**config.mk**
```make
export PLATFORM = sky130hd
export DESIGN_NAME = serdes_loopback_top
export DESIGN_NICKNAME = d
export VERILOG_FILES = /design/src/source/serdes_word_pkg.sv /design/src/source/serdes_ctrl_pkg.sv /design/src/source/deser_bitslip.sv /design/src/source/link_lock_monitor.sv /design/src/source/word_serializer.sv /design/src/source/serdes_loopback_top.sv
export VERILOG_INCLUDE_DIRS = /design/src /design/src/source
export SDC_FILE = /design/constraint.sdc
export NUM_CORES = 1
export LEC_CHECK = 0
export BUFFER_PORTS_ARGS = -buffer_cell sky130_fd_sc_hd__buf_2
export CAP_MARGIN = 20
export CORE_MARGIN = 4
export CORE_UTILIZATION = 45
export DETAILED_ROUTE_END_ITERATION = 16
export GPL_ROUTABILITY_DRIVEN = 0
export GPL_TIMING_DRIVEN = 0
export HOLD_SLACK_MARGIN = 0.1
export MAX_ROUTING_LAYER = met4
export PLACE_DENSITY = 0.6
export SKIP_LAST_GASP = 1
export SLEW_MARGIN = 15
export SYNTH_ARGS = -nofsm -noshare
export SYNTH_HDL_FRONTEND = slang
export SYNTH_HIERARCHICAL = 1
export SYNTH_SLANG_ARGS = --single-unit
```
**constraint.sdc**
```tcl
create_clock -name clkGHz_clkbuf -period 2.1 [get_ports clkGHz_clkbuf]
set_clock_uncertainty 0.15 [all_clocks]
set_input_delay 0.21 -clock clkGHz_clkbuf [delete_from_list [all_inputs] [get_ports clkGHz_clkbuf]]
set_output_delay 0.21 -clock clkGHz_clkbuf [all_outputs]
set_load 0.01 [all_outputs]
```
**src/source/serdes_consts.svh**
```systemverilog
/* Project-wide constants for the serial loopback design.
   Include this wherever word width, lock or credit values are needed. */

`ifndef SERDES_CONSTS_SVH
`define SERDES_CONSTS_SVH

// ***********************************************************
// Word format
// ***********************************************************
`define SERDES_WIDTH    10          // Bits per word
`define SERDES_CNT_W    4           // Bit counter width, holds 0..WIDTH-1

// ***********************************************************
// Lock detection
// ***********************************************************
`define SETTLE_CYCLES   255         // Power-up settling period in cycles
`define SETTLE_W        8           // Settle counter width
`define TRAIN_WORD      10'h3E0     // Training pattern
`define TRAIN_COUNT     4           // Consecutive training words for lock
`define TRAIN_RUN_W     3           // Run-length counter width

`define CREDIT_DEPTH    2           // Serializer buffer entries
`define SERDES_CREDIT_W 2           // Holds 0..CREDIT_DEPTH
`define SERDES_PTR_W    1           // Buffer pointer width

`endif

```
**src/source/serdes_word_pkg.sv**
```systemverilog
/* Data-path types shared by the deserializer and serializer.
   Import wherever a word or a credit pulse crosses a module port. */

`include "serdes_consts.svh"

package serdes_word_pkg;

    // ***********************************************************
    // Word channel
    // ***********************************************************

    // One word on the channel, valid is a single-cycle strobe
    typedef struct packed {
        logic                       valid;  // Word strobe
        logic [`SERDES_WIDTH-1:0]   data;   // MSB is first bit on the wire
    } serdes_word_t;

    // ***********************************************************
    // Credit return
    // ***********************************************************

    // Pulse from the serializer each time a buffer entry frees up.
    // The sender adds one credit per pulse.
    typedef struct packed {
        logic ret;                          // One credit back
    } credit_ret_t;

endpackage

```
**src/source/serdes_ctrl_pkg.sv**
```systemverilog
/* Control and status types for the loopback link.
   Import where the registered pin controls or the link status are used. */

package serdes_ctrl_pkg;

    // ***********************************************************
    // Registered pin controls, all active high
    // ***********************************************************
    typedef struct packed {
        logic data;                         // Sampled serial bit
        logic enable;                       // Inverted enable_n
        logic bitslip;                      // One-cycle slip request
    } ctrl_sync_t;

    // ***********************************************************
    // Link status
    // ***********************************************************

    // Ready latches once the link is settled and aligned.
    // Overrun is sticky until reset.
    typedef struct packed {
        logic ready;                        // Link aligned and settled
        logic overrun;                      // A word was dropped
    } link_status_t;

endpackage

```
**src/source/deser_bitslip.sv**
```systemverilog
/* Serial-to-parallel converter with one-bit word boundary slip.
   Every aligned word goes to the lock monitor; words are forwarded to
   the serializer only while ready is high and a credit is held. */

`include "serdes_consts.svh"

module deser_bitslip import serdes_word_pkg::*, serdes_ctrl_pkg::*; (
    input  logic         clkGHz_clkbuf,
    input  logic         reset_buf_n,
    input  ctrl_sync_t   ctrl,              // Registered pin controls
    input  link_status_t status,            // Ready from the lock monitor
    input  credit_ret_t  credit,            // Credit pulse from serializer
    output serdes_word_t raw_word,          // Every aligned word
    output serdes_word_t word_out,          // Credit-gated words
    output logic         overrun            // Sticky drop flag
);

    logic [`SERDES_WIDTH-2:0]    shift_q;   // Bits collected so far
    logic [`SERDES_WIDTH-1:0]    word_next; // Word including current bit
    logic [`SERDES_WIDTH-1:0]    word_q;    // Last completed word
    logic [`SERDES_CNT_W-1:0]    bit_cnt_q; // Position in current word
    logic [`SERDES_CREDIT_W-1:0] credit_q;  // Free serializer entries
    logic                        word_done; // Last bit of word this cycle
    logic                        send;      // Forward completed word
    logic                        drop;      // Ready but out of credit
    logic                        raw_valid_q;
    logic                        out_valid_q;
    logic                        overrun_q;

    // ***********************************************************
    // Bit collection and word boundary
    // ***********************************************************
    assign word_next = {shift_q, ctrl.data};                   // New bit at LSB
    assign word_done = (bit_cnt_q == `SERDES_CNT_W'(`SERDES_WIDTH - 1)) &&
                       !ctrl.bitslip;                          // Slip delays completion

    always_ff @(posedge clkGHz_clkbuf) begin
        shift_q <= word_next[`SERDES_WIDTH-2:0];               // Oldest bit falls off
    end

    // A slip pulse holds the counter, so the word takes one more bit
    always_ff @(posedge clkGHz_clkbuf or negedge reset_buf_n) begin
        if (!reset_buf_n) begin
            bit_cnt_q <= '0;
        end else if (word_done) begin
            bit_cnt_q <= '0;                                   // Next word starts
        end else if (!ctrl.bitslip) begin
            bit_cnt_q <= bit_cnt_q + 1'b1;
        end
    end

    // ***********************************************************
    // Word strobes and credit gating
    // ***********************************************************
    assign send = word_done && status.ready && (credit_q != '0);
    assign drop = word_done && status.ready && (credit_q == '0);

    always_ff @(posedge clkGHz_clkbuf) begin
        if (word_done) begin
            word_q <= word_next;                               // Shared by both outputs
        end
    end

    always_ff @(posedge clkGHz_clkbuf or negedge reset_buf_n) begin
        if (!reset_buf_n) begin
            raw_valid_q <= 1'b0;
            out_valid_q <= 1'b0;
        end else begin
            raw_valid_q <= word_done;                          // Monitor sees every word
            out_valid_q <= send;
        end
    end

    always_ff @(posedge clkGHz_clkbuf or negedge reset_buf_n) begin
        if (!reset_buf_n) begin
            credit_q <= `SERDES_CREDIT_W'(`CREDIT_DEPTH);      // Buffer starts empty
        end else begin
            case ({send, credit.ret})
                2'b10:   credit_q <= credit_q - 1'b1;          // Word spent one
                2'b01:   credit_q <= credit_q + 1'b1;          // Entry freed
                default: credit_q <= credit_q;                 // Both or neither
            endcase
        end
    end

    always_ff @(posedge clkGHz_clkbuf or negedge reset_buf_n) begin
        if (!reset_buf_n) begin
            overrun_q <= 1'b0;
        end else if (drop) begin
            overrun_q <= 1'b1;                                 // Sticky until reset
        end
    end

    assign raw_word = '{valid: raw_valid_q, data: word_q};
    assign word_out = '{valid: out_valid_q, data: word_q};
    assign overrun  = overrun_q;

endmodule

```
**src/source/link_lock_monitor.sv**
```systemverilog
/* Lock detector for the deserialized stream.
   Waits out the settling period, then watches for a run of training
   words; ready latches once both hold and stays up until reset. */

`include "serdes_consts.svh"

module link_lock_monitor import serdes_word_pkg::*, serdes_ctrl_pkg::*; (
    input  logic         clkGHz_clkbuf,
    input  logic         reset_buf_n,
    input  serdes_word_t raw_word,          // Every aligned word
    output link_status_t status             // Ready to the sender and pins
);

    logic [`SETTLE_W-1:0]    settle_q;      // Saturating power-up counter
    logic [`TRAIN_RUN_W-1:0] run_q;         // Consecutive training words
    logic                    settled;
    logic                    aligned;
    logic                    is_train;
    logic                    ready_q;

    // ***********************************************************
    // Settling period
    // ***********************************************************
    assign settled = (settle_q == `SETTLE_W'(`SETTLE_CYCLES));

    always_ff @(posedge clkGHz_clkbuf or negedge reset_buf_n) begin
        if (!reset_buf_n) begin
            settle_q <= '0;
        end else if (!settled) begin
            settle_q <= settle_q + 1'b1;                       // Stops at the limit
        end
    end

    // ***********************************************************
    // Training word run length
    // ***********************************************************
    assign is_train = (raw_word.data == `TRAIN_WORD);
    assign aligned  = (run_q == `TRAIN_RUN_W'(`TRAIN_COUNT));

    always_ff @(posedge clkGHz_clkbuf or negedge reset_buf_n) begin
        if (!reset_buf_n) begin
            run_q <= '0;
        end else if (raw_word.valid) begin
            if (!is_train) begin
                run_q <= '0;                                   // Any other word restarts
            end else if (!aligned) begin
                run_q <= run_q + 1'b1;                         // Saturates at TRAIN_COUNT
            end
        end
    end

    // Ready rises the cycle after both conditions hold
    always_ff @(posedge clkGHz_clkbuf or negedge reset_buf_n) begin
        if (!reset_buf_n) begin
            ready_q <= 1'b0;
        end else if (settled && aligned) begin
            ready_q <= 1'b1;                                   // Latched until reset
        end
    end

    // Drops are seen by the sender, which owns the overrun flag
    assign status = '{ready: ready_q, overrun: 1'b0};

endmodule

```
**src/source/word_serializer.sv**
```systemverilog
/* Word-to-serial converter with a small word buffer.
   Words are shifted out MSB first with data_o_en marking each bit;
   a credit pulse goes back each time a word leaves the buffer. */

`include "serdes_consts.svh"

module word_serializer import serdes_word_pkg::*; (
    input  logic         clkGHz_clkbuf,
    input  logic         reset_buf_n,
    input  serdes_word_t word_in,           // Credit-gated words
    input  logic         enable,            // Low freezes the shifter
    output credit_ret_t  credit,            // Entry freed pulse
    output logic         data_o,            // Serial data, MSB first
    output logic         data_o_en          // Marks valid output bits
);

    logic [`SERDES_WIDTH-1:0]    fifo_mem [`CREDIT_DEPTH];
    logic [`SERDES_PTR_W-1:0]    wr_ptr_q;
    logic [`SERDES_PTR_W-1:0]    rd_ptr_q;
    logic [`SERDES_CREDIT_W-1:0] count_q;   // Words held in buffer
    logic [`SERDES_WIDTH-1:0]    shift_q;   // Word being sent
    logic [`SERDES_CNT_W-1:0]    bit_cnt_q; // Bit being sent
    logic                        active_q;  // Shifter holds a word
    logic                        last_bit;
    logic                        load;      // Buffer to shifter move
    logic                        credit_q;

    // ***********************************************************
    // Word buffer
    // ***********************************************************
    always_ff @(posedge clkGHz_clkbuf) begin
        if (word_in.valid) begin
            fifo_mem[wr_ptr_q] <= word_in.data;                // Space assured by credits
        end
    end

    always_ff @(posedge clkGHz_clkbuf or negedge reset_buf_n) begin
        if (!reset_buf_n) begin
            wr_ptr_q <= '0;
            rd_ptr_q <= '0;
            count_q  <= '0;
        end else begin
            if (word_in.valid) begin
                wr_ptr_q <= (wr_ptr_q == `SERDES_PTR_W'(`CREDIT_DEPTH - 1)) ?
                            '0 : wr_ptr_q + 1'b1;              // Wrap at depth
            end
            if (load) begin
                rd_ptr_q <= (rd_ptr_q == `SERDES_PTR_W'(`CREDIT_DEPTH - 1)) ?
                            '0 : rd_ptr_q + 1'b1;
            end
            case ({word_in.valid, load})
                2'b10:   count_q <= count_q + 1'b1;
                2'b01:   count_q <= count_q - 1'b1;
                default: count_q <= count_q;                   // Push and pop cancel
            endcase
        end
    end

    // ***********************************************************
    // Shifter
    // ***********************************************************
    assign last_bit = active_q && (bit_cnt_q == `SERDES_CNT_W'(`SERDES_WIDTH - 1));
    assign load     = enable && (count_q != '0) && (!active_q || last_bit);

    always_ff @(posedge clkGHz_clkbuf or negedge reset_buf_n) begin
        if (!reset_buf_n) begin
            active_q  <= 1'b0;
            bit_cnt_q <= '0;
            credit_q  <= 1'b0;
        end else begin
            credit_q <= load;                                  // One pulse per word taken
            if (load) begin
                active_q  <= 1'b1;                             // Back to back with last word
                bit_cnt_q <= '0;
            end else if (enable && active_q) begin
                if (last_bit) begin
                    active_q <= 1'b0;                          // Buffer empty, go idle
                end else begin
                    bit_cnt_q <= bit_cnt_q + 1'b1;
                end
            end
        end
    end

    always_ff @(posedge clkGHz_clkbuf) begin
        if (load) begin
            shift_q <= fifo_mem[rd_ptr_q];
        end else if (enable && active_q) begin
            shift_q <= {shift_q[`SERDES_WIDTH-2:0], 1'b0};     // Next bit to MSB
        end
    end

    assign data_o_en = active_q && enable;                     // Stands in for tri-state
    assign data_o    = data_o_en && shift_q[`SERDES_WIDTH-1];
    assign credit    = '{ret: credit_q};

endmodule

```
**src/source/serdes_loopback_top.sv**
```systemverilog
/* Top level of the serial loopback design.
   Registers the pins, then deserializes, checks lock and
   re-serializes the aligned words back out on data_o. */

module serdes_loopback_top import serdes_word_pkg::*, serdes_ctrl_pkg::*; (
    input  logic clkGHz_clkbuf,
    input  logic reset_buf_n,               // Async, active low
    input  logic data_i,                    // Serial input stream
    input  logic enable_n,                  // Output enable, active low
    input  logic bitslip_ctrl_n,            // Falling edge requests a slip
    output logic data_o,                    // Serial output stream
    output logic data_o_en,                 // Output bit valid
    output logic ready,                     // Link locked
    output logic overrun                    // Sticky word drop
);

    ctrl_sync_t   ctrl_q;                   // Registered controls
    logic         bitslip_n_q;              // Previous bitslip_ctrl_n
    serdes_word_t raw_word;                 // Deserializer to monitor
    serdes_word_t word_xfer;                // Deserializer to serializer
    link_status_t lock_status;
    credit_ret_t  credit;

    // ***********************************************************
    // Pin registers
    // ***********************************************************
    always_ff @(posedge clkGHz_clkbuf or negedge reset_buf_n) begin
        if (!reset_buf_n) begin
            ctrl_q      <= '0;
            bitslip_n_q <= 1'b1;                               // Idle high
        end else begin
            bitslip_n_q    <= bitslip_ctrl_n;
            ctrl_q.data    <= data_i;
            ctrl_q.enable  <= ~enable_n;                       // Now active high
            ctrl_q.bitslip <= bitslip_n_q & ~bitslip_ctrl_n;   // Falling edge only
        end
    end

    // ***********************************************************
    // Data path
    // ***********************************************************
    deser_bitslip u_deser_bitslip (
        .clkGHz_clkbuf (clkGHz_clkbuf),
        .reset_buf_n   (reset_buf_n),
        .ctrl          (ctrl_q),
        .status        (lock_status),
        .credit        (credit),
        .raw_word      (raw_word),
        .word_out      (word_xfer),
        .overrun       (overrun)                               // Straight to the pin
    );

    link_lock_monitor u_link_lock_monitor (
        .clkGHz_clkbuf (clkGHz_clkbuf),
        .reset_buf_n   (reset_buf_n),
        .raw_word      (raw_word),
        .status        (lock_status)
    );

    word_serializer u_word_serializer (
        .clkGHz_clkbuf (clkGHz_clkbuf),
        .reset_buf_n   (reset_buf_n),
        .word_in       (word_xfer),
        .enable        (ctrl_q.enable),
        .credit        (credit),
        .data_o        (data_o),
        .data_o_en     (data_o_en)
    );

    assign ready = lock_status.ready;

endmodule

```
Word level (Yosys, flattened, before mapping)
Memory sizes are Yosys's and may differ from the RTL's.
Index checks and enable logic that the tools add are counted.
- add/subtract/negate cells: 10
- multiply operators: 0
- div/mod/pow operators: 0
- magnitude comparators: 0
- eq/ne operators: 12
- shifts and indexed selects: 0
- mux-type cells: 18
- bitwise logic cells: 3
- reductions and logical operators: 23
- operators by type and width (operator ; count):
    $mux W10 ; 2
    $mux W4 ; 5
    $reduce_bool A2 Y1 ; 6
    $eq A10 B10 Y1 const B ; 1
    $logic_and A1 B1 Y1 ; 10
    $add A4 B1 Y4 const B ; 2
    $add A8 B1 Y8 const B ; 1
    $eq A4 B4 Y1 const B ; 2
    $eq A8 B8 Y1 const B ; 1
    $pmux W2 S2 ; 2
    $mux W1 ; 7
    $mux W3 ; 2
    $reduce_and A2 Y1 ; 3
    $add A2 B1 Y2 const B ; 2
    $eq A2 B1 Y1 const B ; 2
    $eq A2 B2 Y1 const B ; 2
    $ne A2 B2 Y1 const B ; 2
    $sub A2 B1 Y2 const B ; 2
    $add A3 B1 Y3 const B ; 1
    $eq A3 B3 Y1 const B ; 1
    $add A1 B1 Y1 const B ; 2
    $logic_not A1 Y1 ; 2
    $logic_not A2 Y1 ; 1
    $ne A2 B1 Y1 const B ; 1
    other kinds (3) ; 4
- register bits: 64
- latch bits: 0
- memory bits (writable): 20
- ROM bits: 0
- input bits: 5
- output and inout bits: 4
- logic and storage cells: 88
- memories kept: 1
- memory list (memory ; depth ; width ; read ports ; clocked after Yosys merged registers in ; wr ports ; line ; RTL):
    u_word_serializer.fifo_mem ; 2 ; 10 ; 1 ; 0 ; 1 ; word_serializer.sv:17 ; logic [`SERDES_WIDTH-1:0] fifo_mem [`CREDIT_DEPTH];

Longest topological paths before layout
- word-level depth: 6
- mapped depth: 10
- mapped depth without buffers: 9

Hierarchy
Netlist, hierarchy kept.
- modules (own cells, without submodules) (module ; instances ; cells each ; area an instance (um2) ; sequential area each (um2)):
    word_serializer ; 1 ; 98 ; 1687.9 ; 1151.1
    deser_bitslip ; 1 ; 70 ; 994.7 ; 706.9
    link_lock_monitor ; 1 ; 63 ; 680.7 ; 300.3
    serdes_loopback_top ; 1 ; 6 ; 118.9 ; 101.3

Least setup slack after synthesis
No wires, ideal clock.
- path kind: register -> register
- from: reg u_deser_bitslip.bit_cnt_q[1]
- to: reg u_deser_bitslip.credit_q[1]
- arrival time: 1889 ps
- required time: 1875 ps
- setup slack: -13 ps
- cell stages (with the launch flop): 10
- buffers on the path: 1
- clock period less this slack: 2113 ps
- cell sequence: dfrtp_1 > inv_1 > ha_1 > nor4bb_1 > buf_4 > nand2_2 > or2_1 > ha_1 > nor2_1 > xor2_1
- word-level cells in the longest chain between the ends: 6
- RTL lines (element ; line ; RTL):
    from (decl) ; deser_bitslip.sv:21 ; logic [`SERDES_CNT_W-1:0] bit_cnt_q;
    from (signal assigned) ; deser_bitslip.sv:48 ; bit_cnt_q <= bit_cnt_q + 1'b1;
    $eq A4 B4 Y1 * ; deser_bitslip.sv:34 ; assign word_done = (bit_cnt_q == `SERDES_CNT_W'(`SERDES_WIDTH - 1)) &&
    $logic_and A1 B1 Y1 * ; deser_bitslip.sv:34 ;
    via u_deser_bitslip.word_done ; deser_bitslip.sv:23 ; logic word_done;
    $logic_and A1 B1 Y1 * (2 in series) ; deser_bitslip.sv:55 ; assign send = word_done && status.ready && (credit_q != '0);
    $eq A2 B1 Y1 or $eq A2 B2 Y1 (tied branches) ; deser_bitslip.sv:78 ; case ({send, credit.ret})
    $pmux W2 S2 or $reduce_bool A2 Y1 (tied branches) ; -- ;
    to (signal assigned) ; deser_bitslip.sv:79 ; 2'b10: credit_q <= credit_q - 1'b1;
    to (signal assigned) ; deser_bitslip.sv:80 ; 2'b01: credit_q <= credit_q + 1'b1;
    to (signal assigned) ; deser_bitslip.sv:81 ; default: credit_q <= credit_q;
    to (decl) ; deser_bitslip.sv:22 ; logic [`SERDES_CREDIT_W-1:0] credit_q;
Mark *: on every way through the listed nets, which the timed path passes. The rest lies on a longest branch.
A chain may end at the register's enable or synchronous reset.

Worst setup path after layout
Ends and elaborated chain as after synthesis.

==> results.py <==
metrics = {
    "power": {
        "pwr-share-seq_pct": 57.9,
        "p_clk_share_pct": 33.3,
        "power.leakage_uw": 0.00166,
        "sw_frac_of_total_pct": 22.1,
        "ir_drop_v": 0.000641,
        "power.density_nw_per_um2": 818,
        "p_switching_uw": 709,
        "comb_power_share_pct": 8.8,
        "cell_internal_pwr_uw": 2500,
    },
    "timing": {
        "rsz0062_at_grt": "yes",
        "fin_crit_sh_pct": 96.7,
        "finalHoldViolCount": 0,
        "post-route-min-period_ns": 2.03,
        "setup_viol": 0,
        "slew_violations": 0,
        "tns_ns": 0,
        "slew_headroom_pct": 38.3,
        "worst-slew-pin-transition_ns": 0.921,
        "max_freq_ghz": 0.492,
    },
    "worst_setup_path": {
        "worst-endpoint-arrival_ns": 2.15,
        "worst_ep_required_time_ns": 2.22,
        "crit_type": "register to register",
        "path_max_fanout": 2,
        "worstSetupEndpointType": "register",
        "startpoint_type": "register",
    },
    "cts": {
        "cts_buffers": 9,
        "cts_tree": "done",
        "cts_root_buffer": "clkbuf_8",
        "clockBufferDepth": 2,
        "clk_latency_ns": 0.34,
        "cts.clk_slew.worst_paths_ns": 0.08,
        "cts_sinks": 84,
        "htreeDepth": 3,
    },
    "synth": {
        "syn_nets": 249,
        "synth_area_um2": 3470,
        "syn_inst": 235,
        "ys_warn_count": 6,
        "syn_avg_cell_area_um2": 14.8,
    },
    "placement": {
        "place_inst": 342,
        "io_buffers": 8,
        "hpwl_um": 3010,
    },
    "route": {
        "first_iter_violations": 54,
        "wl_per_cell_um": 13.0,
        "first_pass_iters": 4,
        "drtAntennaViolNets": 0,
        "via_count": 1737,
        "vias_per_cell": 4.72,
        "drc_errors": 0,
        "wl_um": 4780,
    },
    "floorplan": {
        "io_pins": 9,
        "fp.dieW_um": 95.8,
        "die_h_um": 95.8,
        "die_area_um2": 9180,
        "rows": 31,
        "core_area_um2": 7370,
        "initial_core_util_pct": 47.1,
    },
    "global_routing": {
        "grt_pass1_wl_um": 8220,
        "grt_pass1_vias": 1777,
        "grt_max_degree": 36,
        "antenna_found_initial": 0,
        "met2_usage_pct": 20.0,
        "grtUsageMet1_pct": 14.1,
        "top_usage_layer": "met2",
        "grt-ovfl-total": 0,
        "use_met3_pct": 4.69,
        "grtUsageTotal_pct": 12.4,
    },
    "finish": {
        "final_nets": 278,
        "fin_cells": 368,
        "area_delta_synth_final_pct": 13.0,
        "diodes": 0,
        "final_layout_size_suffix_gt1_share_pct": 30.1,
        "regArea_um2": 2260,
        "multi_input_area_um2": 1040,
        "n_fill_cell": 628,
    },
    "min_path": {
        "worst_hold_path_type": "register to register",
    },
    "run": {
        "cap_violations": 0,
    },
    "run_status": {
        "status": "completed",
    },
}
power by group through the flow:
| stage | clock, uW | combinational [uW] | sequential, uW |
|---|---|---|---|
| floorplan | 0 | 161 | 1880 |
| global placement | 0 | 199 | 1890 |
| detailed placement | 0 | 208 | 1890 |
| CTS | 1120 | 221 | 1850 |
| global route | 1180 | 329 | 1870 |
| finish | 1070 | 283 | 1860 |
flip-flops by register name, summed over array words and instances (netlist names), 4 cells and up:
signal                        cells
u_link_lock_monitor/settle_q      8
u_deser_bitslip/shift_q           9
u_word_serializer/shift_q        10
u_deser_bitslip/word_q           10
u_deser_bitslip/bit_cnt_q         4
u_word_serializer/bit_cnt_q       4
u_word_serializer/fifo_mem       20
worst max-delay path, stage by stage, from the launching register on:
cell and delay (ns):
dfrtp_1 0.39, inv_1 0.06, ha_2 0.16, nor4bb_4 0.19, buf_4 0.17, nand2_2 0.05
or2_1 0.20, ha_2 0.17, xor2_1 0.13, nor2_1 0.14, xor2_1 0.15
layout by cell type, fill, tap and decap left out, types with 2 or more instances in the layout:
cell,count
inv_1,12
and4_1,2
clkinv_2,3
dfstp_2,2
a31oi_1,2
and2_1,2
xnor2_1,4
dfxtp_1,9
xor2_1,7
nor2b_1,2
ha_2,2
nand2_1,6
ha_1,7
o21ai_0,4
and3_1,4
mux2_4,7
buf_2,9
a21oi_1,8
a41oi_1,2
dlygate4sd3_1,4
nand3_1,3
nor2_1,15
edfxtp_1,40
clkbuf_8,9
clkbuf_1,2
nand4_1,2
dfrtp_1,33
mux2_2,12
mux2i_1,5
buf_4,21
path summary, 6_finish.rpt:
kind                                              start                           end  slack [ns]  cells after the start
max                        u_deser_bitslip/bit_cnt_q[1]   u_deser_bitslip/credit_q[1]        0.07                     10
min                          u_deser_bitslip/shift_q[2]    u_deser_bitslip/shift_q[3]        0.20                      0
max reg2reg                u_deser_bitslip/bit_cnt_q[1]   u_deser_bitslip/credit_q[1]        0.07                     10
min reg2reg                  u_deser_bitslip/shift_q[2]    u_deser_bitslip/shift_q[3]        0.20                      0
max in group asynchronous                   reset_buf_n  u_deser_bitslip/bit_cnt_q[2]        0.95                      2
min in group asynchronous                   reset_buf_n    u_word_serializer/active_q        0.34                      2
per-layer routing:
layer / vias up / share of wire, %
met5: - / 0
met4: 0 / 0.67
met3: 4 / 3.5
met2: 17 / 50
met1: 835 / 46
li1: 881 / -
repair_timing:
| action | 4_1_cts | 5_1_grt |
|---|---|---|
| gates resized for setup | 0 | 4 |
| endpoints found under the hold margin | 37 | 0 |
| buffers inserted | 1 | 5 |
| setup endpoints to repair | 1 | 3 |
| hold buffers | 4 | 0 |
| pin swaps | 0 | 3 |
final cells by class:
type	instances	share of cell area (%)
timing repair buffer	18	3.19
buffer	18	3.79
multi-input combinational	121	26.4
clock buffer	11	3.35
inverter	12	1.15
sequential	84	57.6
tap	99	3.16
clock inverter	5	1.34
through the flow:
step                cell area (um2)  util, %  hold WS, ns  setup slack (ns)  total power (uW)
floorplan                      3470        -       -0.236            0.0483              2040
global placement               3630     49.3        0.168            -0.105              2090
detailed placement             3630     49.3        0.169            -0.128              2100
CTS                            3870     52.5        0.200           0.00738              3200
global route                   3920     53.2        0.212           -0.0346              3380
finish                         3920     53.2        0.199            0.0694              3210
Power figures use the tool's default switching activity.
